### src/hw/corr_settings.svh
`ifndef CORR_SETTINGS_SVH
`define CORR_SETTINGS_SVH

// Samples carried by one word of each channel.
`define CORR_DEMUX 16
// Raw code width of one sample.
`define CORR_INBITS 3
// Signed width of one expanded sample.
`define CORR_NBITS 6

// Correlations computed per block.
`define CORR_NCORRS 4

// Width of one square of a three-sample sum.
`define CORR_SQBITS 9
// Largest square, the sum of three samples of 7 squared.
`define CORR_MAX_SQUARE 441
// Width of the total of all squares in a word.
`define CORR_SUMBITS 13
// Largest total over the 16 slots.
`define CORR_MAX_SUM 7056

// Output and pedestal width.
`define CORR_POWERBITS 12

// Clock edges from an input word to its result.
`define CORR_LATENCY 5

`endif

### src/hw/corr_pkg.sv
`include "corr_settings.svh"

package corr_pkg;

	// One raw channel word, 16 codes of 3 bits.
	typedef logic [`CORR_DEMUX*`CORR_INBITS-1:0] raw_word_t;

	// One expanded sample.
	// Always odd, between -7 and +7.
	typedef logic signed [`CORR_NBITS-1:0] corr_sample_t;

	// Expanded word.
	// Slot 15 is the earliest sample, slot 0 the latest.
	typedef corr_sample_t [`CORR_DEMUX-1:0] corr_word_t;

	// One square per slot.
	typedef logic [`CORR_DEMUX-1:0][`CORR_SQBITS-1:0] square_word_t;

	// Unsigned total of the 16 squares.
	typedef logic [`CORR_SUMBITS-1:0] power_sum_t;

	// Pedestal or clamped output.
	typedef logic [`CORR_POWERBITS-1:0] power_t;

	// Lag layout of the four correlations.
	typedef enum logic [1:0] {
		TYPE_A,
		TYPE_B,
		TYPE_C
	} corr_type_e;

endpackage

### src/hw/sample_corrector.sv
`timescale 1ns/1ps
`include "corr_settings.svh"

module sample_corrector
	import corr_pkg::*;
(
	input  logic       clk,
	input  logic       rst,
	input  raw_word_t  a_word,
	input  raw_word_t  b_word,
	input  raw_word_t  c_word,
	output corr_word_t a_corr,
	output corr_word_t b_corr,
	output corr_word_t c_corr
);

	// Expanded words ahead of the register.
	corr_word_t a_next;
	corr_word_t b_next;
	corr_word_t c_next;
	// High once a real word sits in the register.
	logic loaded;
	// Low bit of every registered sample.
	logic [3*`CORR_DEMUX-1:0] lsbs;

	// Doubles the code and removes the offset of 7.
	function automatic corr_sample_t expand(input logic [`CORR_INBITS-1:0] code);
		corr_sample_t doubled;
		doubled = corr_sample_t'({code, 1'b0});
		return doubled - corr_sample_t'((1 << `CORR_INBITS) - 1);
	endfunction

	// Expand every slot of all three channels.
	always_comb begin
		for (int j = 0; j < `CORR_DEMUX; j++) begin
			a_next[j] = expand(a_word[j*`CORR_INBITS +: `CORR_INBITS]);
			b_next[j] = expand(b_word[j*`CORR_INBITS +: `CORR_INBITS]);
			c_next[j] = expand(c_word[j*`CORR_INBITS +: `CORR_INBITS]);
		end
	end

	// Pipeline stage 1.
	// Reset value is 0, not -7.
	always_ff @(posedge clk) begin
		if (rst) begin
			a_corr <= '0;
			b_corr <= '0;
			c_corr <= '0;
			loaded <= 1'b0;
		end else begin
			a_corr <= a_next;
			b_corr <= b_next;
			c_corr <= c_next;
			loaded <= 1'b1;
		end
	end

	// Gather parity bits for the check below.
	always_comb begin
		for (int j = 0; j < `CORR_DEMUX; j++) begin
			lsbs[j] = a_corr[j][0];
			lsbs[`CORR_DEMUX+j] = b_corr[j][0];
			lsbs[2*`CORR_DEMUX+j] = c_corr[j][0];
		end
	end

	// Every expanded sample is odd after the first word.
	a_samples_odd: assert property (@(posedge clk) disable iff (rst) loaded |-> &lsbs)
		else $error("sample_corrector: even sample in registered word");

endmodule

### config.mk
export PLATFORM = sky130hd
export DESIGN_NAME = sample_corrector
export DESIGN_NICKNAME = d
export VERILOG_FILES = /design/src/hw/corr_pkg.sv /design/src/hw/sample_corrector.sv
export VERILOG_INCLUDE_DIRS = /design/src /design/src/hw
export SDC_FILE = /design/constraint.sdc
export NUM_CORES = 1
export LEC_CHECK = 0
export BUFFER_PORTS_ARGS = -buffer_cell sky130_fd_sc_hd__buf_2
export CORE_AREA = 4 4 166 168
export CTS_CLUSTER_DIAMETER = 150
export DETAILED_ROUTE_END_ITERATION = 7
export DIE_AREA = 0 0 170 172
export PLACE_DENSITY = 0.47
export SYNTH_ARGS = -nofsm -noshare
export SYNTH_HDL_FRONTEND = slang
export SYNTH_SLANG_ARGS = --single-unit
### constraint.sdc
create_clock -name clk -period 1.4 [get_ports clk]
set_clock_uncertainty 0.1 [all_clocks]
set_input_delay 0.14 -clock clk [delete_from_list [all_inputs] [get_ports clk]]
set_output_delay 0.14 -clock clk [all_outputs]
set_load 0.02 [all_outputs]
After elaboration in Yosys (flattened, before gate mapping)
Index checks and enable logic that the tools add are counted.
{"block": "op_classes", "addsub": 48}
{"cell": "$sub 4x3->5 const B", "n": 48}
{"block": "totals", "register_bits": 288, "out_inout_bits": 288}

Logic depth before layout (Yosys ltp)
{"block": "depth", "depth_word": 1, "ltp_mapped": 4, "depth_no_buf": 1}

Worst setup path before layout
No wires, ideal clock.
{"block": "synth_timing", "kind": "register to output", "startpoint": "register a_corr[66] (netlist name)", "endpoint": "output port a_corr[12] in the netlist's numbering", "arrival_time_ns": 1.458, "setup_slack_ns": -0.298, "stages_incl_launch_ff": 2, "path_cell_list": "dfxtp_1 > buf_4"}
{"element": "to (decl)", "line_no": "sample_corrector.sv:12", "text": "output corr_word_t a_corr,"}

Worst setup path after layout
{"block": "layout_timing", "startpoint": "register a_corr[66] in the netlist's numbering", "endpoint": "output port a_corr[66] in the netlist's numbering"}
{"element": "from (signal assigned)", "line_no": "sample_corrector.sv:51", "text": "a_corr <= a_next;"}
No word-level cell between the ends.

==> impl_results.md <==
- Final Setup Violations: 0
- Final period util: 0.971
- Post-route ant nets: 0
- Startpoint types: register
- Routed WL per cell: 13.2 um
- Die area: 0.0292 mm^2
- Nets: 1037
- Core Rows: 59
- Synth Area in XOR/XNOR: 0
- Max VDD drop: 0.476 mV
- Starting Density: 0.188
- Status: complete, no violations
- P_leak: 4.34 nW
- Clk buf depth: 2
- Netlist cell types: 7
- Die height: 172 um
- Vias/cell: 3.45
- Simple-Gate Fraction of Synth Area: 0.160
- Top-Level Pins: 434
- Clock buffer count from CTS: 17
- IO buf count: 433
- DP Worst Slack: 0.297 ns
- Combinational family with the most area after synthesis: buffers and inverters
- M1 WL: 5720 um
- Syn. warnings: 0
- Met2 WL post-DR: 8360 um
- Worst Path Required: 1.16 ns
- Via count: 4276
- Hpwl dp: 11400 um
- GPL Wtd Cong: 0.695
- Worst Path Max Fanout: 33
- DRC: 0
- Post-synthesis mux area share: 0
- Synth Cell Area: 0.00488 mm^2
- Post-Route WL: 16400 um
- Highest metal used: met4
- DR pass1 iterations: 4
- Min-delay worst type: in -> reg
- Fmax: 735 MHz
- CTS H-Tree Depth: 4
- Slew headroom: 0.709
- Compound-Gate Fraction of Synth Area: 0
- Total Neg Setup Slack: 0 ns
- Met3 wire len: 2070 um
- Max-Cap Viols: 0
- Worst-Margin Slew: 0.436 ns
- Gate Count Post-Synth: 449
- Hold Vio Cnt, Final: 0
- Initial DRC Count: 53
- Slew Viols, Final: 0
- Area growth syn-to-layout: 71.7%
- Sink Count: 145
- Gr usage total: 0.103
- First-pass GRT wire length: 23100 um
- Seq/Total Area, Yosys: 0.595
- Clock root buffer: clkbuf_16
- Crit Path Category: reg -> out
- Period minus WS final: 1.36 ns
- TritonCTS clock tree: built
- CORE AREA: 0.0259 mm^2
- P per Cell Area: 1280 mW/mm^2
- Critical Path End Type: output port
- Vias in the first global route: 4313
- Syn nets: 595
- Worst Setup Slack, final: 0.0402 ns
- Die Wd: 170 um
- Share of post-route cells with drive strength above 1: 0.520
- Post-synthesis adder-cell area fraction: 0
- Worst hold slack: 0.0688 ns
- Mapped Avg Cell Area: 10.9 um^2
- Clock Pin Slew Worst Setup and Hold Paths: 0.06 ns
- GR Overflow Total: 0
- Antenna violations before repair: 1
- Largest net degree at the start of global routing: 95
- Unrepaired setup endpoints after global routing: true
- Crit path DAT: 1.12 ns
- Layout fillers: 2585
- Flops & latches, synth: 145
## kinds of logic after synthesis
kind of cell | count (synthesis)
buf+inv | 160
flops | 145
simple gates | 144
## layout make-up
cell class              instances  area [um^2]  area share
diodes                          1         2.50    0.000299
clock buffers                  18          429      0.0512
clock inverters                14          140      0.0167
inverters                       1         3.75    0.000448
multi-input cells             144          781      0.0932
flip-flops and latches        145         2910       0.347
well taps                     335          419      0.0500
repair buffers                582         3690       0.441
## where the power goes
part	total (mW)	internal (mW)	switching, mW
clock	4.49	2.38	2.11
combinational	1.77	0.796	0.971
sequential	4.44	4.35	0.0931
total	10.7	7.52	3.18
## timing repair
action | 4_1_cts | 5_1_grt
hold endpoints to repair | 144 | 0
buffers inserted | 2 | 0
setup endpoints to repair | 33 | 44
pin swaps | 0 | 0
hold buffers | 144 | 0
resized for setup | 1 | 3
## path summary, 6_finish.rpt
check | slack, ns | end | cells past startpoint | start
setup / recovery | 0.04 | a_corr[66] | 2 | a_corr[66]$_SDFF_PP0_
hold / removal | 0.07 | a_corr[66]$_SDFF_PP0_ | 3 | rst
## through the flow
| step | total power, mW | cells | area [um^2] | util |
|---|---|---|---|---|
| finish | 10.7 | 1240 | 8380 | 0.323 |
| global placement | 5.98 | 1061 | 6340 | 0.245 |
| CTS | 10.9 | 1239 | 8370 | 0.323 |
| floorplan | 5.60 | 449 | 4880 | - |
| detailed placement | 5.99 | 1061 | 6340 | 0.245 |
| global route | 11.2 | 1240 | 8380 | 0.323 |
## synth_stat cells, drive strengths merged
library cell,n,area (um^2)
buf,159,1190
dfxtp,145,2900
inv,1,3.75
nor2,48,180
nor2b,96,601
## worst max-delay path, cell delays in order (launching register included)
cell and delay [ns]:
dfxtp_4 0.36, buf_12 0.15, buf_2 0.18
## placed cells by master (no fill, tap or decap)
cell type and count:
clkinvlp_4 2, clkinv_4 2, dlygate4sd3_1 144, clkbuf_1 1, clkinv_8 1, inv_1 1, inv_8 5, dfxtp_4 1
buf_2 429, dfxtp_1 144, diode_2 1, nor2b_1 96, clkbuf_16 17, nor2_1 48, buf_4 6, inv_6 4
buf_12 3
## sequential cells by signal, summed over array words and instances (netlist names)
register  cells
a_corr       49
b_corr       48
c_corr       48
## layer usage
| layer | vias up | track usage |
|---|---|---|
| met5 | - | 0 |
| met4 | 0 | 0.0399 |
| met3 | 12 | 0.0460 |
| met2 | 269 | 0.187 |
| met1 | 1907 | 0.103 |
| li1 | 2088 | - |
Note: power is estimated with default switching activity, not from simulation.
