$ cat config.mk
export PLATFORM = sky130hd
export DESIGN_NAME = pedestal_subtract
export DESIGN_NICKNAME = d
export VERILOG_FILES = /design/src/hw/corr_pkg.sv /design/src/hw/pedestal_subtract.sv
export VERILOG_INCLUDE_DIRS = /design/src /design/src/hw
export SDC_FILE = /design/constraint.sdc
export NUM_CORES = 1
export LEC_CHECK = 0
export ABC_CLOCK_PERIOD_IN_PS = 4600
export BUFFER_PORTS_ARGS = -buffer_cell sky130_fd_sc_hd__buf_2
export CAP_MARGIN = 40
export CORE_UTILIZATION = 51
export CTS_BUF_LIST = sky130_fd_sc_hd__clkbuf_16
export DETAILED_ROUTE_END_ITERATION = 6
export GPL_TIMING_DRIVEN = 0
export PLACE_DENSITY = 0.84
export SYNTH_ARGS = -nofsm -noshare
export SYNTH_HDL_FRONTEND = slang
export SYNTH_SLANG_ARGS = --single-unit
export TNS_END_PERCENT = 1
$ cat constraint.sdc
create_clock -name clk -period 4.6 [get_ports clk]
set_clock_uncertainty 0.1 [all_clocks]
set_input_delay 0.46 -clock clk [delete_from_list [all_inputs] [get_ports clk]]
set_output_delay 0.46 -clock clk [all_outputs]
set_load 0.1 [all_outputs]
$ cat src/hw/corr_settings.svh
`ifndef CORR_SETTINGS_SVH
`define CORR_SETTINGS_SVH

// Samples carried by one word of each channel.
`define CORR_DEMUX 16
// Raw code width of one sample.
`define CORR_INBITS 3
// Signed width of one expanded sample.
`define CORR_NBITS 6

// Correlations computed per block.
`define CORR_NCORRS 4

// Width of one square of a three-sample sum.
`define CORR_SQBITS 9
// Largest square, the sum of three samples of 7 squared.
`define CORR_MAX_SQUARE 441
// Width of the total of all squares in a word.
`define CORR_SUMBITS 13
// Largest total over the 16 slots.
`define CORR_MAX_SUM 7056

// Output and pedestal width.
`define CORR_POWERBITS 12

// Clock edges from an input word to its result.
`define CORR_LATENCY 5

`endif

$ cat src/hw/corr_pkg.sv
`include "corr_settings.svh"

package corr_pkg;

	// One raw channel word, 16 codes of 3 bits.
	typedef logic [`CORR_DEMUX*`CORR_INBITS-1:0] raw_word_t;

	// One expanded sample.
	// Always odd, between -7 and +7.
	typedef logic signed [`CORR_NBITS-1:0] corr_sample_t;

	// Expanded word.
	// Slot 15 is the earliest sample, slot 0 the latest.
	typedef corr_sample_t [`CORR_DEMUX-1:0] corr_word_t;

	// One square per slot.
	typedef logic [`CORR_DEMUX-1:0][`CORR_SQBITS-1:0] square_word_t;

	// Unsigned total of the 16 squares.
	typedef logic [`CORR_SUMBITS-1:0] power_sum_t;

	// Pedestal or clamped output.
	typedef logic [`CORR_POWERBITS-1:0] power_t;

	// Lag layout of the four correlations.
	typedef enum logic [1:0] {
		TYPE_A,
		TYPE_B,
		TYPE_C
	} corr_type_e;

endpackage

$ cat src/hw/pedestal_subtract.sv
`timescale 1ns/1ps
`include "corr_settings.svh"

module pedestal_subtract
	import corr_pkg::*;
(
	input  logic       clk,
	input  logic       rst,
	input  power_sum_t total,
	input  power_t     ped,
	output power_t     power
);

	// Top of the output range.
	localparam int power_max = (1 << `CORR_POWERBITS) - 1;

	// One extra bit for the sign.
	logic signed [`CORR_SUMBITS:0] diff;
	// Result ahead of the register.
	power_t clamped;

	// Subtract and saturate.
	always_comb begin
		diff = $signed({1'b0, total})
			- $signed({{(`CORR_SUMBITS-`CORR_POWERBITS+1){1'b0}}, ped});
		if (diff < 0) begin
			// Pedestal above the total.
			clamped = '0;
		end else if (diff > power_max) begin
			// Totals up to 7056 overflow 12 bits.
			clamped = '1;
		end else begin
			clamped = diff[`CORR_POWERBITS-1:0];
		end
	end

	// Pipeline stage 5.
	// Pedestal is taken at this edge.
	always_ff @(posedge clk) begin
		if (rst) begin
			power <= '0;
		end else begin
			power <= clamped;
		end
	end

endmodule

Word-level counts from Yosys, hierarchy flattened
Cells that the tools add are included.

storage, ports and cells
  input bits = 27
  flip-flop bits (word level) = 12
  word-level logic and storage cells = 6

cells by class
  $lt $le $gt $ge = 2
  add/sub/neg operators = 1
  multiplexer cells = 1
  reduce and logical (&&, ||, !) cells = 1

operators by type and width
  cell                                                   count
  > comparator 14 x 13 -> 1 bit (second input constant)  1
  < comparator 14 x 1 -> 1 bit (second input constant)   1
  subtractor 13 x 12 -> 14 bit                           1
  two-way mux 12 bit                                     1
  OR reduction 2 bit                                     1

Logic depth before layout (Yosys ltp)
  depth after elaboration = 3
  depth in mapped cells = 11

Worst setup path before layout
Ideal clock, no wire load.

  kind = input-to-reg
  from = in total[0]
  to = reg power[10]
  setup slack = 2.167 ns
  stages = 11
  arrival = 2.205 ns
  setup time = 0.127 ns
  buffers on the path = 1
  cell sequence = inv_1 -> ha_1 -> inv_1 -> fa_1 -> a21o_1 -> a221oi_4 -> a21oi_1 -> nor3_2 -> xnor2_1 -> buf_6 -> a21oi_1

on the way
  longest elaborated chain between the ends = 3
  elaborated cells between the ends (all ways) = 5
  those cells by class = add/sub: 1; order compare: 2; mux: 1; reduce/logical: 1

ends and longest elaborated chain
  what                                                                           RTL line                                          text
  from (decl)                                                                    pedestal_subtract.sv:9                            input power_sum_t total,
  subtractor 13 x 12 -> 14 bit (*)                                               pedestal_subtract.sv:24                           diff = $signed({1'b0, total})
  > comparator 14 x 13 -> 1 bit or < comparator 14 x 1 -> 1 bit (tied branches)  pedestal_subtract.sv:29, pedestal_subtract.sv:26
  two-way mux 12 bit or OR reduction 2 bit (tied branches)                       n/a
  to (signal assigned)                                                           pedestal_subtract.sv:43                           power <= clamped;
  to (decl)                                                                      pedestal_subtract.sv:11                           output power_t power

Every way passes the cells marked *; elsewhere a longest branch is shown, timed or not.
A chain may end at the register's enable or synchronous reset.

Worst setup path after layout
Ends and elaborated chain as after synthesis.

==> impl_metrics.yaml <==
floorplan:
  core_um2: 1760
  start_util_pct: 55.2
  die_h_um: 45.7
  die_area_um2: 2090
  io-pin-count: 39
  die_w_um: 45.7
  num_rows: 15
routing:
  ant_nets: 0
  dr.first_iter.drc_count: 11
  vias_per_cell: 5.31
  drc_errors: 0
  post_drt_wl_per_cell_um: 12.2
  vias: 971
  totalWireLength_um: 2230
  drt_pass1_iterations: 4
timing:
  fin_crit_ns: 2.53
  rsz0062_at_grt: "false"
  drv_slew: 0
  finalSetupViolCount: 0
  tns_ns: 0
  worstMarginPinSlew_ns: 0.473
  clock.fmax_ghz: 0.395
  hold_viol: 0
  min_period_over_period_pct: 55.1
  worst_hold_slack_ns: 0.425
  slew_headroom_pct: 68.1
setup_path:
  startpoint: "total[0]"
  worstPathRequired_ns: 4.61
  worstSetupEndpoint: "power[10]$_SDFF_PP0_"
  crit_path_max_fanout: 10
  critical_path_class: "primary input to register"
  worstPathArrival_ns: 2.54
  cp-start-kind: "primary input"
  end_kind: "register"
clocking:
  ctsRootBufferMaster: "clkbuf_16"
  hold_buffers: 0
  cts_made_buffers: 3
  cts_buffer_depth: 2
  cts_setup_buffers: 0
  htree_num_levels: 1
  clkTransAtPathRegs_ns: 0.04
  cts_repair_resize_count: 0
  cts_sinks: 12
  cts_tree: "built"
logic_synthesis:
  yosysTopAreaCell: "dfxtp_1"
  synth_nets: 157
  synth_cells: 117
  yosysWarnings: 0
  async_flop_share_pct: 0
  ys_top_cells_by_area: "dfxtp_1 25%, ha_1 15%, a21oi_1 9.8%, inv_1 5.4%, xnor2_1 4.5%"
  synth_area_per_cell_um2: 8.33
  synth_edf_count: 0
  yosysSeqAreaShare_pct: 24.6
  synth_top_area_share_pct: 24.6
  syn_area_um2: 975
  netlist-cell-type-count: 34
  ys_ff_latch: 12
  synthFlopType: "dfxtp_1"
final_layout:
  drive_above_1_share_pct: 28.5
  layout.nets: 200
  antennaDiodeCount: 0
  layout_common_cells: "39 x buf_2, 19 x a21oi_1, 14 x inv_1"
  stdcell_area_um2: 1270
  reg_top3: "power (12)"
  utilization_pct: 72.1
  syn_to_final_growth_pct: 30.4
  regMostFlops: "power"
  largest_reg_flops: 12
  final_common_cell: "buf_2"
place:
  dp.final_hpwl_um: 1670
  placed_cell_area_um2: 1200
  gp_congestion: 0.794
  portBuffers: 38
grt:
  antenna_found_initial: 0
  grt_pass1_wl_um: 3500
  grt_pass1_vias: 889
  track_usage_pct: 23.2
  grt_max_degree: 11
  grt_overflow_total: 0
outcome:
  status: "completed"
pwr:
  p_per_area_nw_per_um2: 406
  p_leak_uw: 0.000658
  p_total_uw: 516
  vdd_ir_drop_max_uv: 285
run:
  max_cap_violations: 0
min_path:
  hp-class: "primary input to register"
-- through the flow --
| stage | setup slack [ns] | cells |
|---|---|---|
| 4_1_cts | 2.06 | 183 |
| 3_5_place_dp | 1.88 | 180 |
| 3_3_place_gp | 1.88 | 180 |
| 5_1_grt | 1.92 | 183 |
| 6_report | 2.07 | 183 |
| 2_1_floorplan | 2.17 | 117 |
-- per-layer routing --
layer / vias to the layer above / share of wire, % / global-route usage (%) / routed length, µm
met4: 0 / 1.2 / 7.06 / 27
met5: - / 0 / 0 / 0
li1: 500 / - / - / -
met2: 30 / 54 / 46.6 / 1210
met3: 3 / 3.9 / 2.38 / 87
met1: 438 / 41 / 24.8 / 905
-- synthesized netlist by cell type, types with 2 or more instances --
| master | instances |
|---|---|
| a211oi_1 | 2 |
| a21o_1 | 4 |
| a21oi_1 | 19 |
| and3_1 | 3 |
| clkbuf_1 | 3 |
| dfxtp_1 | 12 |
| ha_1 | 12 |
| inv_1 | 14 |
| mux2i_1 | 2 |
| nand2_1 | 3 |
| nand3_1 | 3 |
| nor2_1 | 3 |
| nor2b_1 | 2 |
| nor3_1 | 3 |
| o211ai_1 | 2 |
| o21a_1 | 2 |
| o21ai_0 | 4 |
| xnor2_1 | 5 |
| xor2_1 | 4 |
-- how the worst min path moves through the flow --
| stage | endpoint | start | cells after the start | slack, ns |
|---|---|---|---|---|
| 2_1_floorplan | power[1]$_SDFF_PP0_ | rst | 2 | 0.55 |
| 3_3_place_gp | power[0]$_SDFF_PP0_ | ped[0] | 3 | 0.65 |
| 3_5_place_dp | power[0]$_SDFF_PP0_ | ped[0] | 3 | 0.67 |
| 4_1_cts | power[2]$_SDFF_PP0_ | rst | 3 | 0.43 |
| 5_1_grt | power[2]$_SDFF_PP0_ | rst | 3 | 0.46 |
| 6_report | power[2]$_SDFF_PP0_ | rst | 3 | 0.43 |
-- worst max-delay path: stages --
cell and delay (ns):
buf_2 0.09, inv_1 0.05, ha_1 0.18, inv_1 0.06, fa_1 0.39, a21o_1 0.23
a221oi_4 0.30, a21oi_1 0.14, nor3_2 0.14, xnor2_1 0.24, buf_6 0.19, a21oi_1 0.06
-- logic make-up (layout without fill, tap and decap cells) --
group | after synthesis | count (layout) | share of synthesized area, %
buf+inv | 19 | 60 | 8.21
xor+xnor | 9 | 9 | 8.09
flops | 12 | 12 | 24.6
compound gates | 42 | 42 | 28.6
simple gates | 20 | 20 | 10.9
fa+ha+maj | 13 | 13 | 17.5
mux | 2 | 2 | 2.05
-- final cells by class --
| class | instances | area (µm²) |
|---|---|---|
| Tap cell | 25 | 31.3 |
| Clock buffer | 3 | 75.1 |
| Multi-Input combinational cell | 86 | 654 |
| Sequential cell | 12 | 240 |
| Buffer | 5 | 27.5 |
| Inverter | 14 | 52.6 |
| Timing Repair Buffer | 38 | 190 |
| Fill cell | 150 | 493 |
-- report_power, final --
group          total, µW  switching (µW)  internal, µW
clock network        156            43.1           113
registers            122            3.17           119
logic                238             174          63.5
total                516             221           295
(Power assumes the default switching activity.)
