==> src/hw/corr_settings.svh <==
`ifndef CORR_SETTINGS_SVH
`define CORR_SETTINGS_SVH

// Samples carried by one word of each channel.
`define CORR_DEMUX 16
// Raw code width of one sample.
`define CORR_INBITS 3
// Signed width of one expanded sample.
`define CORR_NBITS 6

// Correlations computed per block.
`define CORR_NCORRS 4

// Width of one square of a three-sample sum.
`define CORR_SQBITS 9
// Largest square, the sum of three samples of 7 squared.
`define CORR_MAX_SQUARE 441
// Width of the total of all squares in a word.
`define CORR_SUMBITS 13
// Largest total over the 16 slots.
`define CORR_MAX_SUM 7056

// Output and pedestal width.
`define CORR_POWERBITS 12

// Clock edges from an input word to its result.
`define CORR_LATENCY 5

`endif

==> src/hw/corr_pkg.sv <==
`include "corr_settings.svh"

package corr_pkg;

	// One raw channel word, 16 codes of 3 bits.
	typedef logic [`CORR_DEMUX*`CORR_INBITS-1:0] raw_word_t;

	// One expanded sample.
	// Always odd, between -7 and +7.
	typedef logic signed [`CORR_NBITS-1:0] corr_sample_t;

	// Expanded word.
	// Slot 15 is the earliest sample, slot 0 the latest.
	typedef corr_sample_t [`CORR_DEMUX-1:0] corr_word_t;

	// One square per slot.
	typedef logic [`CORR_DEMUX-1:0][`CORR_SQBITS-1:0] square_word_t;

	// Unsigned total of the 16 squares.
	typedef logic [`CORR_SUMBITS-1:0] power_sum_t;

	// Pedestal or clamped output.
	typedef logic [`CORR_POWERBITS-1:0] power_t;

	// Lag layout of the four correlations.
	typedef enum logic [1:0] {
		TYPE_A,
		TYPE_B,
		TYPE_C
	} corr_type_e;

endpackage

==> src/hw/square_sum_tree.sv <==
`timescale 1ns/1ps
`include "corr_settings.svh"

module square_sum_tree
	import corr_pkg::*;
(
	input  logic         clk,
	input  logic         rst,
	input  square_word_t squares,
	output power_sum_t   total
);

	// Squares added in each first-stage group.
	localparam int group_size = 4;
	// Number of first-stage groups.
	localparam int n_groups = `CORR_DEMUX / group_size;

	// Partial sums reach 4*441, so 11 bits.
	logic [`CORR_SQBITS+1:0] part_next [n_groups];
	logic [`CORR_SQBITS+1:0] part_q [n_groups];
	// Full total ahead of the second register.
	power_sum_t total_next;

	// Stage 1 adders.
	always_comb begin
		for (int g = 0; g < n_groups; g++) begin
			part_next[g] = '0;
			for (int k = 0; k < group_size; k++) begin
				part_next[g] = part_next[g] + squares[group_size*g+k];
			end
		end
	end

	// Pipeline stage 3.
	always_ff @(posedge clk) begin
		if (rst) begin
			for (int g = 0; g < n_groups; g++) begin
				part_q[g] <= '0;
			end
		end else begin
			for (int g = 0; g < n_groups; g++) begin
				part_q[g] <= part_next[g];
			end
		end
	end

	// Stage 2 adder.
	always_comb begin
		total_next = '0;
		for (int g = 0; g < n_groups; g++) begin
			total_next = total_next + part_q[g];
		end
	end

	// Pipeline stage 4.
	always_ff @(posedge clk) begin
		if (rst) begin
			total <= '0;
		end else begin
			total <= total_next;
		end
	end

	// Sixteen bounded squares cannot exceed 7056.
	a_total_bound: assert property (@(posedge clk) disable iff (rst)
		total <= `CORR_MAX_SUM)
		else $error("square_sum_tree: total %0d above %0d", total, `CORR_MAX_SUM);

endmodule

==> config.mk <==
export PLATFORM = sky130hd
export DESIGN_NAME = square_sum_tree
export DESIGN_NICKNAME = d
export VERILOG_FILES = /design/src/hw/corr_pkg.sv /design/src/hw/square_sum_tree.sv
export VERILOG_INCLUDE_DIRS = /design/src /design/src/hw
export SDC_FILE = /design/constraint.sdc
export NUM_CORES = 1
export LEC_CHECK = 0
export BUFFER_PORTS_ARGS = -buffer_cell sky130_fd_sc_hd__buf_2
export CAP_MARGIN = 40
export CORE_MARGIN = 2
export CORE_UTILIZATION = 45
export DETAILED_ROUTE_END_ITERATION = 7
export GPL_TIMING_DRIVEN = 0
export PLACE_DENSITY = 0.76
export SLEW_MARGIN = 20
export SYNTH_ARGS = -nofsm -noshare
export SYNTH_HDL_FRONTEND = slang
export SYNTH_SLANG_ARGS = --single-unit
==> constraint.sdc <==
create_clock -name clk -period 4.2 [get_ports clk]
set_clock_uncertainty 0.2 [all_clocks]
set_input_delay 0.21 -clock clk [delete_from_list [all_inputs] [get_ports clk]]
set_output_delay 0.21 -clock clk [all_outputs]
set_load 0.005 [all_outputs]
# After elaboration in Yosys (flattened, before gate mapping)
# Memories as Yosys holds them, arrays and structs flattened.
# Index checks and enable logic that the tools add are counted.
op_classes:
  n_reduce_logical: 0
  n_addsub: 15
  magnitude_cmp: 0
  n_mul: 0
  div: 0
  mux: 7
  bitwise: 4
  n_eq_ne: 0
  n_shift: 0
op_table:
  columns: ["cell", "count"]
  rows:
  - ["10-bit by 9-bit adder with 11-bit output", 4]
  - ["11-bit by 9-bit adder with 11-bit output", 4]
  - ["11-bit two-way mux", 4]
  - ["9-bit by 9-bit adder with 10-bit output", 4]
  - ["12-bit by 11-bit adder with 13-bit output", 1]
  - ["13-bit by 11-bit adder with 13-bit output", 1]
  - ["11-bit by 11-bit adder with 12-bit output", 1]
  - ["1-bit bitwise OR", 4]
  - ["1-bit two-way mux", 3]
totals:
  mem_bits_ro: 0
  latchBits: 0
  ramBits: 44
  in_bits: 146
  output_inout_bits: 13
  n_memories: 1
  register_bits: 13
  elab_cells: 28
mem_list:
  columns: ["memory", "depth", "width", "rd", "rd_ports_with_merged_regs", "wr", "line", "source"]
  rows:
  - ["part_q", 4, 11, 4, 0, 4, "square_sum_tree.sv:20", "logic [`CORR_SQBITS+1:0] part_q [n_groups];"]

# Logic depth before layout (Yosys ltp)
logic_depth:
  depth_word: 4
  depth_mapped: 12
  mapped_depth_nobuf: 12

# Least setup slack after synthesis
# No wires, ideal clock.
synth_path:
  kind: "reg-to-reg"
  start: "memory part_q[0][1] (netlist bit)"
  end: "register total[9]"
  t_arrival_ns: 2.716
  setup_slack_ns: 1.156
  stages_incl_launch_ff: 12
  path_cell_list: "dfxtp_1 -> inv_1 -> fa_1 -> fa_1 -> inv_1 -> ha_1 -> fa_1 -> a211oi_2 -> o21ai_1 -> a31oi_1 -> xor2_1 -> nor2_1"
synth_lines:
  columns: ["item", "line", "source"]
  rows:
  - ["from (decl)", "square_sum_tree.sv:20", null]
  - ["to (signal assigned)", "square_sum_tree.sv:60", "total <= total_next;"]
  - ["to (decl)", "square_sum_tree.sv:10", "output power_sum_t total"]

==> impl_metrics.csv <==
group,metric,value,unit
logic_synthesis,synth_compound_area_frac,0.0989,
pwr,power_leakage,4.22,nW
logic_synthesis,async_flop_share,0,
setup_path,cp_cell_sequence,"inv_1 > fa_1 > fa_1 > inv_1 > ha_1 > fa_1 > a211oi_2 > o21ai_1 > a31oi_1 > xor2_1 > nor2_1",
logic_synthesis,synthXorXnorAreaFrac,0.0214,
clock_tree,cts_hold_buf,0,
setup_path,crit_top_cell,"fa_1",
route,via_per_inst,4.52,
setup_path,endpoint_kind,"flop",
die,design.die.area,14600,µm²
finish,multi_input_area,3970,µm²
worst_hold_path,min_path_type,"in2reg",
timing,fin_crit_sh,0.794,
setup_path,r2r-start,"part_q[0][1]",
finish,most-common-layout-cells,"266 x inv_1, 160 x buf_2, 94 x fa_1",
logic_synthesis,synth_cell_types,49,
finish,seqCellArea,1140,µm²
logic_synthesis,yosysTopAreaCell,"fa_1",
finish,finish.cell_count_without_fillers,1052,
timing,fin_hold_ws,26.6,ps
placement,numPortBuffers,158,
logic_synthesis,synth-edff-count,0,
die,core,13300,µm²
clock_tree,cts_buffer_depth,2,
timing,final_max_slew_viol_count,0,
route,routedWlPerCell,10.8,µm
pwr,peakVddDrop,0.000501,V
timing,fin_ws,864,ps
logic_synthesis,syn_area,6140,µm²
route,vias,4752,
pwr,p_int,0.00256,W
worst_hold_path,worstHoldEndpoint,"part_q[1][0]",
logic_synthesis,yosys-mux-area-fraction,0.0106,
clock_tree,clk_latency,320,ps
placement,dp_hpwl,9900,µm
route,ant_nets,0,
grt,grt_pass1_wl,20400,µm
pwr,swShare,0.434,
setup_path,crit_family,"adder cells",
finish,drive_gt1_frac,0.226,
timing,tns,0,ps
clock_tree,cts_sinks,57,
setup_path,ff2ff_setup_slack,860,ps
timing,worst_pin_slew,677,ps
clock_tree,cts-htree-levels,3,
grt,grt_usage,0.176,
finish,antenna_cells,0,
setup_path,r2r_end,"total[9]",
pwr,comb_power_share,0.672,
placement,finalWeightedCongestion,0.848,
run_status,status,"finished clean",
timing,setup_viol,0,
route,drc,0,
grt,grt_pass1_vias,4942,
timing,fin_crit,3340,ps
setup_path,crit_start,"part_q[0][1]",
setup_path,worstPathArrival,3310,ps
grt,grt_antenna_before_repair,0,
finish,area_growth,21.3,%
die,initial_core_util,0.462,
grt,grt_overflow_total,0,
pwr,sequentialPowerShare,0.176,
placement,dp_slack,916,ps
route,wirelength,11400,µm
logic_synthesis,yosys_warnings,0,
setup_path,max_stage_delay,510,ps
grt,grt_max_degree,11,
finish,final_common_cell,"inv_1",
worst_hold_path,hold_depth,3,
placement,placed_area,7150,µm²
setup_path,setup.worst_path.class,"reg2reg",
setup_path,crit_path_start_kind,"flop",
timing,max_freq,300,MHz
setup_path,crit_slowest_cell,"fa_1",
route,drt_iter0_markers,186,
logic_synthesis,synth_area_leaders,"fa_1 31%, dfxtp_1 19%, inv_1 16%",
clock_tree,cts_tree,"yes",
die,die_y,121,µm
setup_path,worstPathMaxFanout,3,
clock_tree,clk_pin_slew,50,ps
logic_synthesis,syn_nets,994,
clock_tree,cts_root_buf,"clkbuf_16",
die,fp.dieW,121,µm
setup_path,r2r_cells,11,
logic_synthesis,synthSimpleGateAreaFrac,0.103,
pwr,power.density,606,nW/µm²
placement,dp.cells,1036,
worst_hold_path,min_from,"squares[63]",
finish,fillerInstances,1209,
setup_path,path_buf_inv,2,
timing,rsz0062_at_grt,"no",
die,row_count,42,
clock_tree,numCtsBuffers,9,
clock_tree,cts_resized,0,
pwr,pwr-share-clk,0.152,
pwr,power.switching,0.00196,W
timing,hold_viol,0,
logic_synthesis,synth_top_family_by_area,"adder cells",
logic_synthesis,syn_area_per_cell,8.74,µm²
logic_synthesis,syn_inst,702,
finish,final_area,7440,µm²
die,boundaryPins,159,
clock_tree,post-cts-setup-buffers,0,
timing,relSlewSlack,0.548,
logic_synthesis,yosysTopAreaCellShare,0.307,
finish,fin_nets,1163,
route,first_pass_iters,4,
flow_run,cap_violations,0,
logic_synthesis,yosys.area_share.adder,0.413,
logic_synthesis,ys_ff_latch,57,
logic_synthesis,seq_area_frac_synth,0.186,
logic_synthesis,synth_flop_cell,"dfxtp_1",
setup_path,cp_data_required_time,4180,ps
==> layer usage <==
metal	wire, µm	up-vias	GRT usage
met3	528	18	0.0401
li1	-	2422	-
met5	0	-	0
met4	197	0	0.0494
met1	4700	2217	0.207
met2	5990	95	0.321
==> worst max path at each step <==
stage	to	cells past startpoint
after floorplan	total[9]	11
after global placement	total[9]	11
after detailed placement	total[9]	11
after CTS	total[9]	11
after global routing	total[9]	11
final	total[9]	11
==> tightest hold or removal path: cells and delay by family <==
kind                       cells  cell delay (ps)
adders and majority gates      1              110
buffers and inverters          1               80
and+or+nand+nor                1              110
==> power by group through the flow <==
stage | registers, W | logic, W | clock network [W]
3_5_place_dp | 0.000804 | 0.00301 | 0
4_1_cts | 0.000795 | 0.00305 | 0.000699
2_1_floorplan | 0.000800 | 0.00237 | 0
6_report | 0.000793 | 0.00304 | 0.000686
3_3_place_gp | 0.000800 | 0.00293 | 0
5_1_grt | 0.000809 | 0.00353 | 0.000726
==> per-stage QoR <==
stage,utilization,total power (W)
floorplan,-,0.00317
global placement,0.538,0.00373
detailed placement,0.538,0.00381
CTS,0.560,0.00454
global route,0.560,0.00506
finish,0.560,0.00451
==> flip-flops by register name (all words and copies together) (netlist names) <==
name	flops
total	13
part_q	44
==> cells in the mapped netlist, drive strengths merged, types with 3 or more instances <==
cell type and count:
buf 3, nor3 18, o21ai 28, a21o 8, mux2 4, nand2b 8
a31oi 6, nor2 39, xor2 9, o21bai 4, a211oi 10, clkbuf 4
xnor2 6, inv 266, nor4 5, and2b 3, a21oi 15, or4 4
dfxtp 57, ha 52, nand2 6, nor2b 20, nand3 7, fa 94
==> area by class of cell <==
type | count | share of cell area
plain buffers | 7 | 0.00387
clock buffers | 14 | 0.0382
clock inverters | 2 | 0.00134
inverters | 266 | 0.134
multi-input cells | 372 | 0.533
flip-flops and latches | 57 | 0.153
well taps | 176 | 0.0296
repair buffers | 158 | 0.106
==> cell families after synthesis <==
kind of cell,Yosys count
AOI/OAI and AO/OA,87
muxes,6
xor gates and xnor gates,15
DFF,57
buffers and inverters,273
and+or+nand+nor,118
adders and majority gates,146
Power figures use the tool's default switching activity.
