===== src/hw/corr_settings.svh =====
`ifndef CORR_SETTINGS_SVH
`define CORR_SETTINGS_SVH

// Samples carried by one word of each channel.
`define CORR_DEMUX 16
// Raw code width of one sample.
`define CORR_INBITS 3
// Signed width of one expanded sample.
`define CORR_NBITS 6

// Correlations computed per block.
`define CORR_NCORRS 4

// Width of one square of a three-sample sum.
`define CORR_SQBITS 9
// Largest square, the sum of three samples of 7 squared.
`define CORR_MAX_SQUARE 441
// Width of the total of all squares in a word.
`define CORR_SUMBITS 13
// Largest total over the 16 slots.
`define CORR_MAX_SUM 7056

// Output and pedestal width.
`define CORR_POWERBITS 12

// Clock edges from an input word to its result.
`define CORR_LATENCY 5

`endif


===== src/hw/corr_pkg.sv =====
`include "corr_settings.svh"

package corr_pkg;

	// One raw channel word, 16 codes of 3 bits.
	typedef logic [`CORR_DEMUX*`CORR_INBITS-1:0] raw_word_t;

	// One expanded sample.
	// Always odd, between -7 and +7.
	typedef logic signed [`CORR_NBITS-1:0] corr_sample_t;

	// Expanded word.
	// Slot 15 is the earliest sample, slot 0 the latest.
	typedef corr_sample_t [`CORR_DEMUX-1:0] corr_word_t;

	// One square per slot.
	typedef logic [`CORR_DEMUX-1:0][`CORR_SQBITS-1:0] square_word_t;

	// Unsigned total of the 16 squares.
	typedef logic [`CORR_SUMBITS-1:0] power_sum_t;

	// Pedestal or clamped output.
	typedef logic [`CORR_POWERBITS-1:0] power_t;

	// Lag layout of the four correlations.
	typedef enum logic [1:0] {
		TYPE_A,
		TYPE_B,
		TYPE_C
	} corr_type_e;

endpackage


===== src/hw/add_square.sv =====
`timescale 1ns/1ps
`include "corr_settings.svh"

module add_square
	import corr_pkg::*;
(
	input  logic         clk,
	input  logic         rst,
	input  corr_word_t   a_lag,
	input  corr_word_t   b_lag,
	input  corr_word_t   c_lag,
	output square_word_t squares
);

	// Three-sample sum per slot, -21 to +21.
	logic signed [`CORR_NBITS:0] slot_sum [`CORR_DEMUX];
	// Full signed product of each sum with itself.
	logic signed [2*`CORR_NBITS+1:0] slot_sq [`CORR_DEMUX];
	// Squares ahead of the register.
	square_word_t sq_next;
	// Bound check on each registered square.
	logic [`CORR_DEMUX-1:0] sq_in_range;

	// Add and square each slot.
	always_comb begin
		for (int j = 0; j < `CORR_DEMUX; j++) begin
			slot_sum[j] = $signed(a_lag[j]) + $signed(b_lag[j]) + $signed(c_lag[j]);
			slot_sq[j] = slot_sum[j] * slot_sum[j];
			// Square is never negative.
			// Nine bits hold 441.
			sq_next[j] = slot_sq[j][`CORR_SQBITS-1:0];
		end
	end

	// Pipeline stage 2.
	always_ff @(posedge clk) begin
		if (rst) begin
			squares <= '0;
		end else begin
			squares <= sq_next;
		end
	end

	always_comb begin
		for (int j = 0; j < `CORR_DEMUX; j++) begin
			sq_in_range[j] = (squares[j] <= `CORR_MAX_SQUARE);
		end
	end

	// Lagged inputs stay within the expansion range.
	a_square_bound: assert property (@(posedge clk) disable iff (rst) &sq_in_range)
		else $error("add_square: square above %0d", `CORR_MAX_SQUARE);

endmodule


===== config.mk =====
export PLATFORM = sky130hd
export DESIGN_NAME = add_square
export DESIGN_NICKNAME = d
export VERILOG_FILES = /design/src/hw/corr_pkg.sv /design/src/hw/add_square.sv
export VERILOG_INCLUDE_DIRS = /design/src /design/src/hw
export SDC_FILE = /design/constraint.sdc
export NUM_CORES = 1
export LEC_CHECK = 0
export ABC_AREA = 1
export ABC_CLOCK_PERIOD_IN_PS = 7000
export BUFFER_PORTS_ARGS = -buffer_cell sky130_fd_sc_hd__buf_2
export CELL_PAD_IN_SITES_DETAIL_PLACEMENT = 0
export CELL_PAD_IN_SITES_GLOBAL_PLACEMENT = 1
export CORE_MARGIN = 1.5
export CORE_UTILIZATION = 36
export DETAILED_ROUTE_END_ITERATION = 6
export GPL_TIMING_DRIVEN = 0
export PLACE_DENSITY_LB_ADDON = 0.1
export SLEW_MARGIN = 10
export SYNTH_ARGS = -nofsm -noshare
export SYNTH_HDL_FRONTEND = slang
export SYNTH_SLANG_ARGS = --single-unit

===== constraint.sdc =====
create_clock -name clk -period 7 [get_ports clk]
set_input_delay 0.7 -clock clk [delete_from_list [all_inputs] [get_ports clk]]
set_output_delay 0.7 -clock clk [all_outputs]
set_load 0.02 [all_outputs]

# --- Word level (Yosys, flattened, before mapping) ---
# Index checks and enable logic that the tools add are counted.
word_totals:
  ff_bits: 144
classes:
  n_mul: 16
  n_addsub: 32
op_table:
  columns: ["op", "n"]
  rows:
  - ["$mul 7x7->9", 16]
  - ["$add 6x6->7", 16]
  - ["$add 7x6->7", 16]

# --- Longest topological paths before layout ---
# Gate-level depths: netlist (run 1).
logic_depth:
  depth_word: 3
  depth_mapped: 32
  ltp_nobuf: 32

# --- Least setup slack after synthesis (run 1) ---
# OpenSTA, ideal clock, no wires.
synth_timing:
  kind: "input to register"
  startpoint: "in a_lag[31] (netlist bit)"
  endpoint: "reg squares[53] (netlist bit)"
  path_slack_ns: 1.091
  required_ns: 6.872
  stages: 31
  arrival_time_ns: 5.782
  cell_sequence: "inv_1 > fa_1 > inv_1 > ha_1 > fa_1 > nand2_1 > nand2_1 > a21oi_1 > inv_1 > or2_2 > nand2_1 > nor2_1 > inv_1 > fa_1 > fa_1 > inv_1 > fa_1 > inv_1 > fa_1 > inv_1 > ha_1 > nand2_1 > inv_1 > nand4_1 > nand3_1 > nand2_1 > nand2_1 > xor2_1 > nand3_1 > nand2_1 > nor2_1"
synth_via:
  elab_chain_len: 3
synth_rtl:
  columns: ["item", "line_no", "text"]
  rows:
  - ["from (decl)", "add_square.sv:9", "input corr_word_t a_lag,"]
  - ["$add 6x6->7", "add_square.sv:27", "slot_sum[j] = $signed(a_lag[j]) + $signed(b_lag[j]) + $signed(c_lag[j]);"]
  - ["$add 7x6->7", "add_square.sv:27", null]
  - ["$mul 7x7->9", "add_square.sv:28", "slot_sq[j] = slot_sum[j] * slot_sum[j];"]
  - ["to (signal assigned)", "add_square.sv:40", "squares <= sq_next;"]
  - ["to (decl)", "add_square.sv:12", "output square_word_t squares"]
# No other way between the ends.
# A chain may end at the register's enable or synchronous reset.

# --- Worst setup path in the final report (run 1) ---
layout_timing:
  startpoint: "in a_lag[61] (netlist bit)"
  endpoint: "reg squares[98] (netlist bit)"
# The elaborated chain is that of the path after synthesis.

==> out/summary.txt, run 1 <==
Outcome: finished, final reports clean
Finished Cell Area: 26670 um2
Detailed Route WL: 56730 um
Final period util: 84.69%
Total CTS buffers: 17
CTS max path bufs: 2
TritonCTS clock tree: done
Least-Margin Pin Slew: 1.090 ns
Area post-placement: 26050 um2
Core area: 62850 um2
Global-route usage over all layers: 18.06%
Synth Register Bits: 128
Util after Layout: 42.44%
Number of diodes: 0
Die area: 64990 um2
Antenna Nets Post-Route: 0
Final Max Tran Viols: 0
Reg with most FFs: squares
Iter 0 DRT Violations: 592
Hold path start: c_lag[18]
Largest net degree at the start of global routing: 17
First-pass GRT wire length: 92590 um
Synth cell types: 33
RSZ-0062 raised after global routing: false
Setup crit start kind: input port
Synthesized instance count: 2989
Total gr overflow: 0
DR vias: 19060
Biggest regs: squares: 128 flops
Yosys Warn Count: 0
Initial antenna violation count: 2
Die height: 254.9 um
FP Rows: 92
Fmax: 168.7 MHz
GPL Wtd Cong: 0.8479
Worst Path Max Fanout: 3
PortBufs: 416
Clk slew on worst S/H paths: 0.06 ns
Post-DP HPWL: 49810 um
MaxCap Viol Count: 0
Sequential area share after synthesis: 11.21%
Commonest non-fill, non-tap cell in the layout: inv_1
DR vias/cell: 4.434
Crit path kind: input port to register
Mapped Avg Cell Area: 7.645 um2
Cts repair resizes: 0
Worst slew margin: 27.33%
Cts hold-fix bufs: 0
Layout cells sized above 1: 15.16%
Drt first pass iters: 5
CTS Sinks: 128
Root Buffer: clkbuf_16
CTS H-tree depth: 4
Largest register FFs: 128
DR DRC count: 0
I/O pin count: 434
Net count, final: 4354
Worst EP arrival: 6.33 ns
Fillers: 6623
Post-synthesis cell area: 22850 um2
Initial Utilization: 36.36%
WP data required: 7.40 ns
Critical Path End Type: register
Postcts setup bufs: 0
Die width: 254.9 um
Endpoints failing setup: 0
P&R area growth vs syn: 16.72%
Commonest non-fill, non-tap cells in the layout: inv_1, nand2_1, buf_2
Setup TNS: 0 ns
Crit path from: a_lag[61]
Tmin final: 5.929 ns
Fin. Hold Viols: 0
Drt wl/cell: 13.20 um
Vias in the first global route: 19540
Min-Delay Path Class: input port to register
==> Yosys cell counts, drive strengths merged <==
master  count  area share (%)
a21o       15            0.49
a21oi      96             2.1
a31oi      15            0.41
and2        1           0.027
buf        16            0.53
clkbuf     15            0.29
clkinv      3           0.049
conb        1           0.016
dfxtp     128              11
fa        352              31
ha        273              15
inv       812              13
nand2     536             9.1
nand3     146             3.3
nand3b     17            0.57
nand4      41             1.1
nor2      307             5.1
nor3       35            0.77
o21ai      55             1.2
o21bai      2           0.066
or2        26            0.72
xnor2      47             1.8
xor2       50             2.0
==> final timing paths <==
check | slack [ns] | cells past startpoint | end
max | 1.07 | 27 | squares[98]$_SDFF_PP0_
min | 0.63 | 3 | squares[29]$_SDFF_PP0_
==> per-stage QoR <==
stage               setup WS [ns]  hold slack [ns]  std cells
finish                      1.071           0.6304       4297
floorplan                   1.091           0.9820       3004
global placement           0.4911            1.116       4266
global route               0.6535           0.6273       4297
CTS                         1.012           0.5963       4297
detailed placement         0.4997            1.114       4266
==> logic make-up after synthesis <==
logic type      count (synthesis)  share of synthesized area (%)
compound gates                183                          4.276
xor+xnor                       97                          3.849
fa+ha+maj                     625                          45.79
buf+inv                       846                          14.20
flops                         128                          11.21
other cells                     1                        0.01641
simple gates                 1109                          20.65
==> critical path, stage by stage <==
cell and delay (ns):
buf_2 0.11, fa_1 0.54, ha_1 0.18, inv_1 0.06, fa_1 0.39, o21ai_0 0.20
a21oi_1 0.10, or2_2 0.27, nand2_1 0.17, nor2_1 0.10, fa_1 0.51, inv_1 0.06
fa_1 0.51, fa_1 0.52, fa_1 0.56, inv_1 0.04, ha_1 0.32, nand2_1 0.07
inv_1 0.05, nand2_1 0.06, nand3_1 0.09, or2_1 0.22, nand2_1 0.09, nand3_1 0.11
nand3_1 0.09, nand2_1 0.05, nor2_1 0.17
==> per-layer routing <==
| metal | routed length [um] | up-vias | track usage [%] |
|---|---|---|---|
| li1 | - | 9804 | - |
| met1 | 24630 | 8960 | 22.17 |
| met2 | 29230 | 252 | 32.62 |
| met3 | 2102 | 39 | 3.020 |
| met4 | 766 | 0 | 4.565 |
| met5 | 0 | - | 0 |
==> layout make-up <==
type	instances	area, um2	area share [%]
Buffer	31	188.9	0.7084
Multi-Input combinational cell	2030	17100	64.11
Tap cell	846	1059	3.969
Timing Repair Buffer	416	2082	7.806
Clock inverter	10	160.2	0.6005
Clock buffer	21	460.4	1.726
Sequential cell	128	2562	9.608
Inverter	815	3059	11.47
Power of run 1 is left out: the tool's default activity adds up to more than one toggle a clock period on the data nets, which glitch-free logic cannot reach.
==> inputs of run 2 (changes only) <==
--- a/config.mk
+++ b/config.mk
@@ -7,7 +7,7 @@
 export NUM_CORES = 1
 export LEC_CHECK = 0
 export ABC_AREA = 1
-export ABC_CLOCK_PERIOD_IN_PS = 7000
+export ABC_CLOCK_PERIOD_IN_PS = 4850
 export BUFFER_PORTS_ARGS = -buffer_cell sky130_fd_sc_hd__buf_2
 export CELL_PAD_IN_SITES_DETAIL_PLACEMENT = 0
 export CELL_PAD_IN_SITES_GLOBAL_PLACEMENT = 1
==> constraint.sdc (replaced) <==
create_clock -name clk -period 4.85 [get_ports clk]
set_input_delay 0.485 -clock clk [delete_from_list [all_inputs] [get_ports clk]]
set_output_delay 0.485 -clock clk [all_outputs]
set_load 0.02 [all_outputs]
==> run 2 against run 1 <==
Sequential share of layout area fell by 0.78 points; critical path depth increased by 5; global-route usage rose by 0.19 points; via count rose by 2.1%; count of clock-buffer cells in the layout unchanged; the run now ends with setup timing left; first-iteration DRC count is 8.8% lower; utilization rose by 3.7 points; critical path type unchanged.
==> out/summary.txt, run 2 (synthesized netlist as in run 1, its figures left out) <==
Outcome: finished, violations left (was finished, final reports clean)
Violated checks: setup timing
Net count, final: 4413 (was 4354)
Drt first pass iters: 5 (unchanged)
DR vias/cell: 4.464 (was 4.434)
Worst path slowest cell: fa_1 (unchanged)
Commonest non-fill, non-tap cells in the layout: inv_1, nand2_1, buf_2 (unchanged)
Worst hold slack: 0.4040 ns (was 0.6304 ns)
Commonest non-fill, non-tap cell in the layout: inv_1 (unchanged)
Detailed Route WL: 58120 um (was 56730 um)
Iter 0 DRT Violations: 540 (was 592)
Tmin final: 5.342 ns
DP Cell Count: 4266 (unchanged)
First-pass GRT wire length: 93740 um (was 92590 um)
Final cell count without fillers: 4358 (was 4297)
Die height: 254.9 um (unchanged)
Global-route usage over all layers: 18.25% (was 18.06%)
FP Rows: 92 (unchanged)
Drt wl/cell: 13.34 um (was 13.20 um)
Least-Margin Pin Slew: 1.120 ns (was 1.090 ns)
Fillers: 6502 (was 6623)
MaxCap Viol Count: 0 (unchanged)
Crit path kind: input port to register (unchanged)
Setup crit start kind: input port (unchanged)
Post-DP HPWL: 49440 um (was 49810 um)
Largest net degree at the start of global routing: 17 (unchanged)
Final critical-path setup slack: -0.4923 ns (was 1.071 ns)
Endpoints failing setup: 20 (was 0)
Fin. Hold Viols: 0 (unchanged)
Core area: 62850 um2 (unchanged)
Clk slew on worst S/H paths: 0.06 ns (about the same)
Cts hold-fix bufs: 0 (unchanged)
Root Buffer: clkbuf_16 (unchanged)
Multi-input logic area: 18700 um2 (was 17100 um2)
Total gr overflow: 0 (unchanged)
CTS H-tree depth: 4 (unchanged)
Layout cells sized above 1: 26.63% (was 15.16%)
Final period util: 110.2%
PortBufs: 416 (unchanged)
TritonCTS clock tree: done (unchanged)
Total CTS buffers: 17 (unchanged)
Reg area: 2562 um2 (unchanged)
RSZ-0062 raised after global routing: true (was false)
WP data required: 5.19 ns (was 7.40 ns)
Reg with most FFs: squares (unchanged)
Worst Path Max Fanout: 3 (unchanged)
Antenna Nets Post-Route: 0 (unchanged)
CTS Sinks: 128 (unchanged)
GPL Wtd Cong: 0.8227 (was 0.8479)
Die area: 64990 um2 (unchanged)
Initial antenna violation count: 0 (was 2)
Min-Delay Path Class: input port to register (unchanged)
DR vias: 19450 (was 19060)
CTS max path bufs: 2 (unchanged)
DR DRC count: 0 (unchanged)
Worst stage delay on the critical path: 0.54 ns (was 0.56 ns)
Die width: 254.9 um (unchanged)
I/O pin count: 434 (unchanged)
Biggest regs: squares: 128 flops (unchanged)
Vias in the first global route: 19850 (was 19540)
Most frequent CP cell: fa_1 (unchanged)
Critical Path End Type: register (unchanged)
Worst EP arrival: 5.68 ns (was 6.33 ns)
Fmax: 187.2 MHz
WHS Path Cells: 3 (unchanged)
P&R area growth vs syn: 27.02% (was 16.72%)
Largest register FFs: 128 (unchanged)
Final Max Tran Viols: 0 (unchanged)
Initial Utilization: 36.36% (unchanged)
Worst slew margin: 25.33% (was 27.33%)
run 2: cell count changes in the layout (fill, tap and decap cells not counted), sizes merged:
cell	previous run	this run
buf	432	491
inv	812	814
clkinv	8	7
diode	0	1
run 2: area by class of cell:
type                    count  area share, %
diodes                      1       0.008621
plain buffers              31         0.6509
clock buffers              21          1.621
clock inverters            11         0.6078
inverters                 815          10.89
multi-input cells        2030          64.41
flip-flops and latches    128          8.828
well taps                 846          3.647
repair buffers            475          9.333
run 2: path summary, 6_finish.rpt:
path | startpoint | to | slack (ns)
worst min-delay path | b_lag[18] | squares[29]$_SDFF_PP0_ | 0.40
worst max-delay path | c_lag[49] | squares[80]$_SDFF_PP0_ | -0.49
run 2: timing repair:
action | 4_1_cts | 5_1_grt
setup endpoints to repair | 30 | 41
setup buffers | 24 | 36
pin swaps | 144 | 154
gates resized for setup | 140 | 197
run 2: layer usage:
metal  wire length (um)  up-vias  track usage, %  share of wire, %
met5                  0        -               0                 0
met4               1164        0           5.545               2.0
met3               2337       50           3.183               4.0
met2              28730      267           31.70                49
met1              25890     9192           23.03                45
li1                   -     9943               -                 -
run 2: per-stage QoR:
| step | worst slack [ns] | cell area [um2] | TNS (ns) | util (%) |
|---|---|---|---|---|
| 4_1_cts | -0.4466 | 28050 | -4.982 | 44.62 |
| 3_3_place_gp | -1.084 | 26600 | -30.37 | 42.33 |
| 2_1_floorplan | -0.6290 | 23460 | -9.143 | - |
| 6_report | -0.4923 | 29030 | -5.027 | 46.18 |
| 3_5_place_dp | -1.111 | 26610 | -30.95 | 42.33 |
| 5_1_grt | -0.7141 | 29020 | -10.41 | 46.18 |
run 2: worst max-delay path: cells and delay by family:
family,cells,cell delay (ns)
fa+ha+maj,8,3.34
buf+inv,10,0.60
compound gates,1,0.14
simple gates,12,0.99
xor+xnor,1,0.14
Power of run 2 is left out for the same reason.
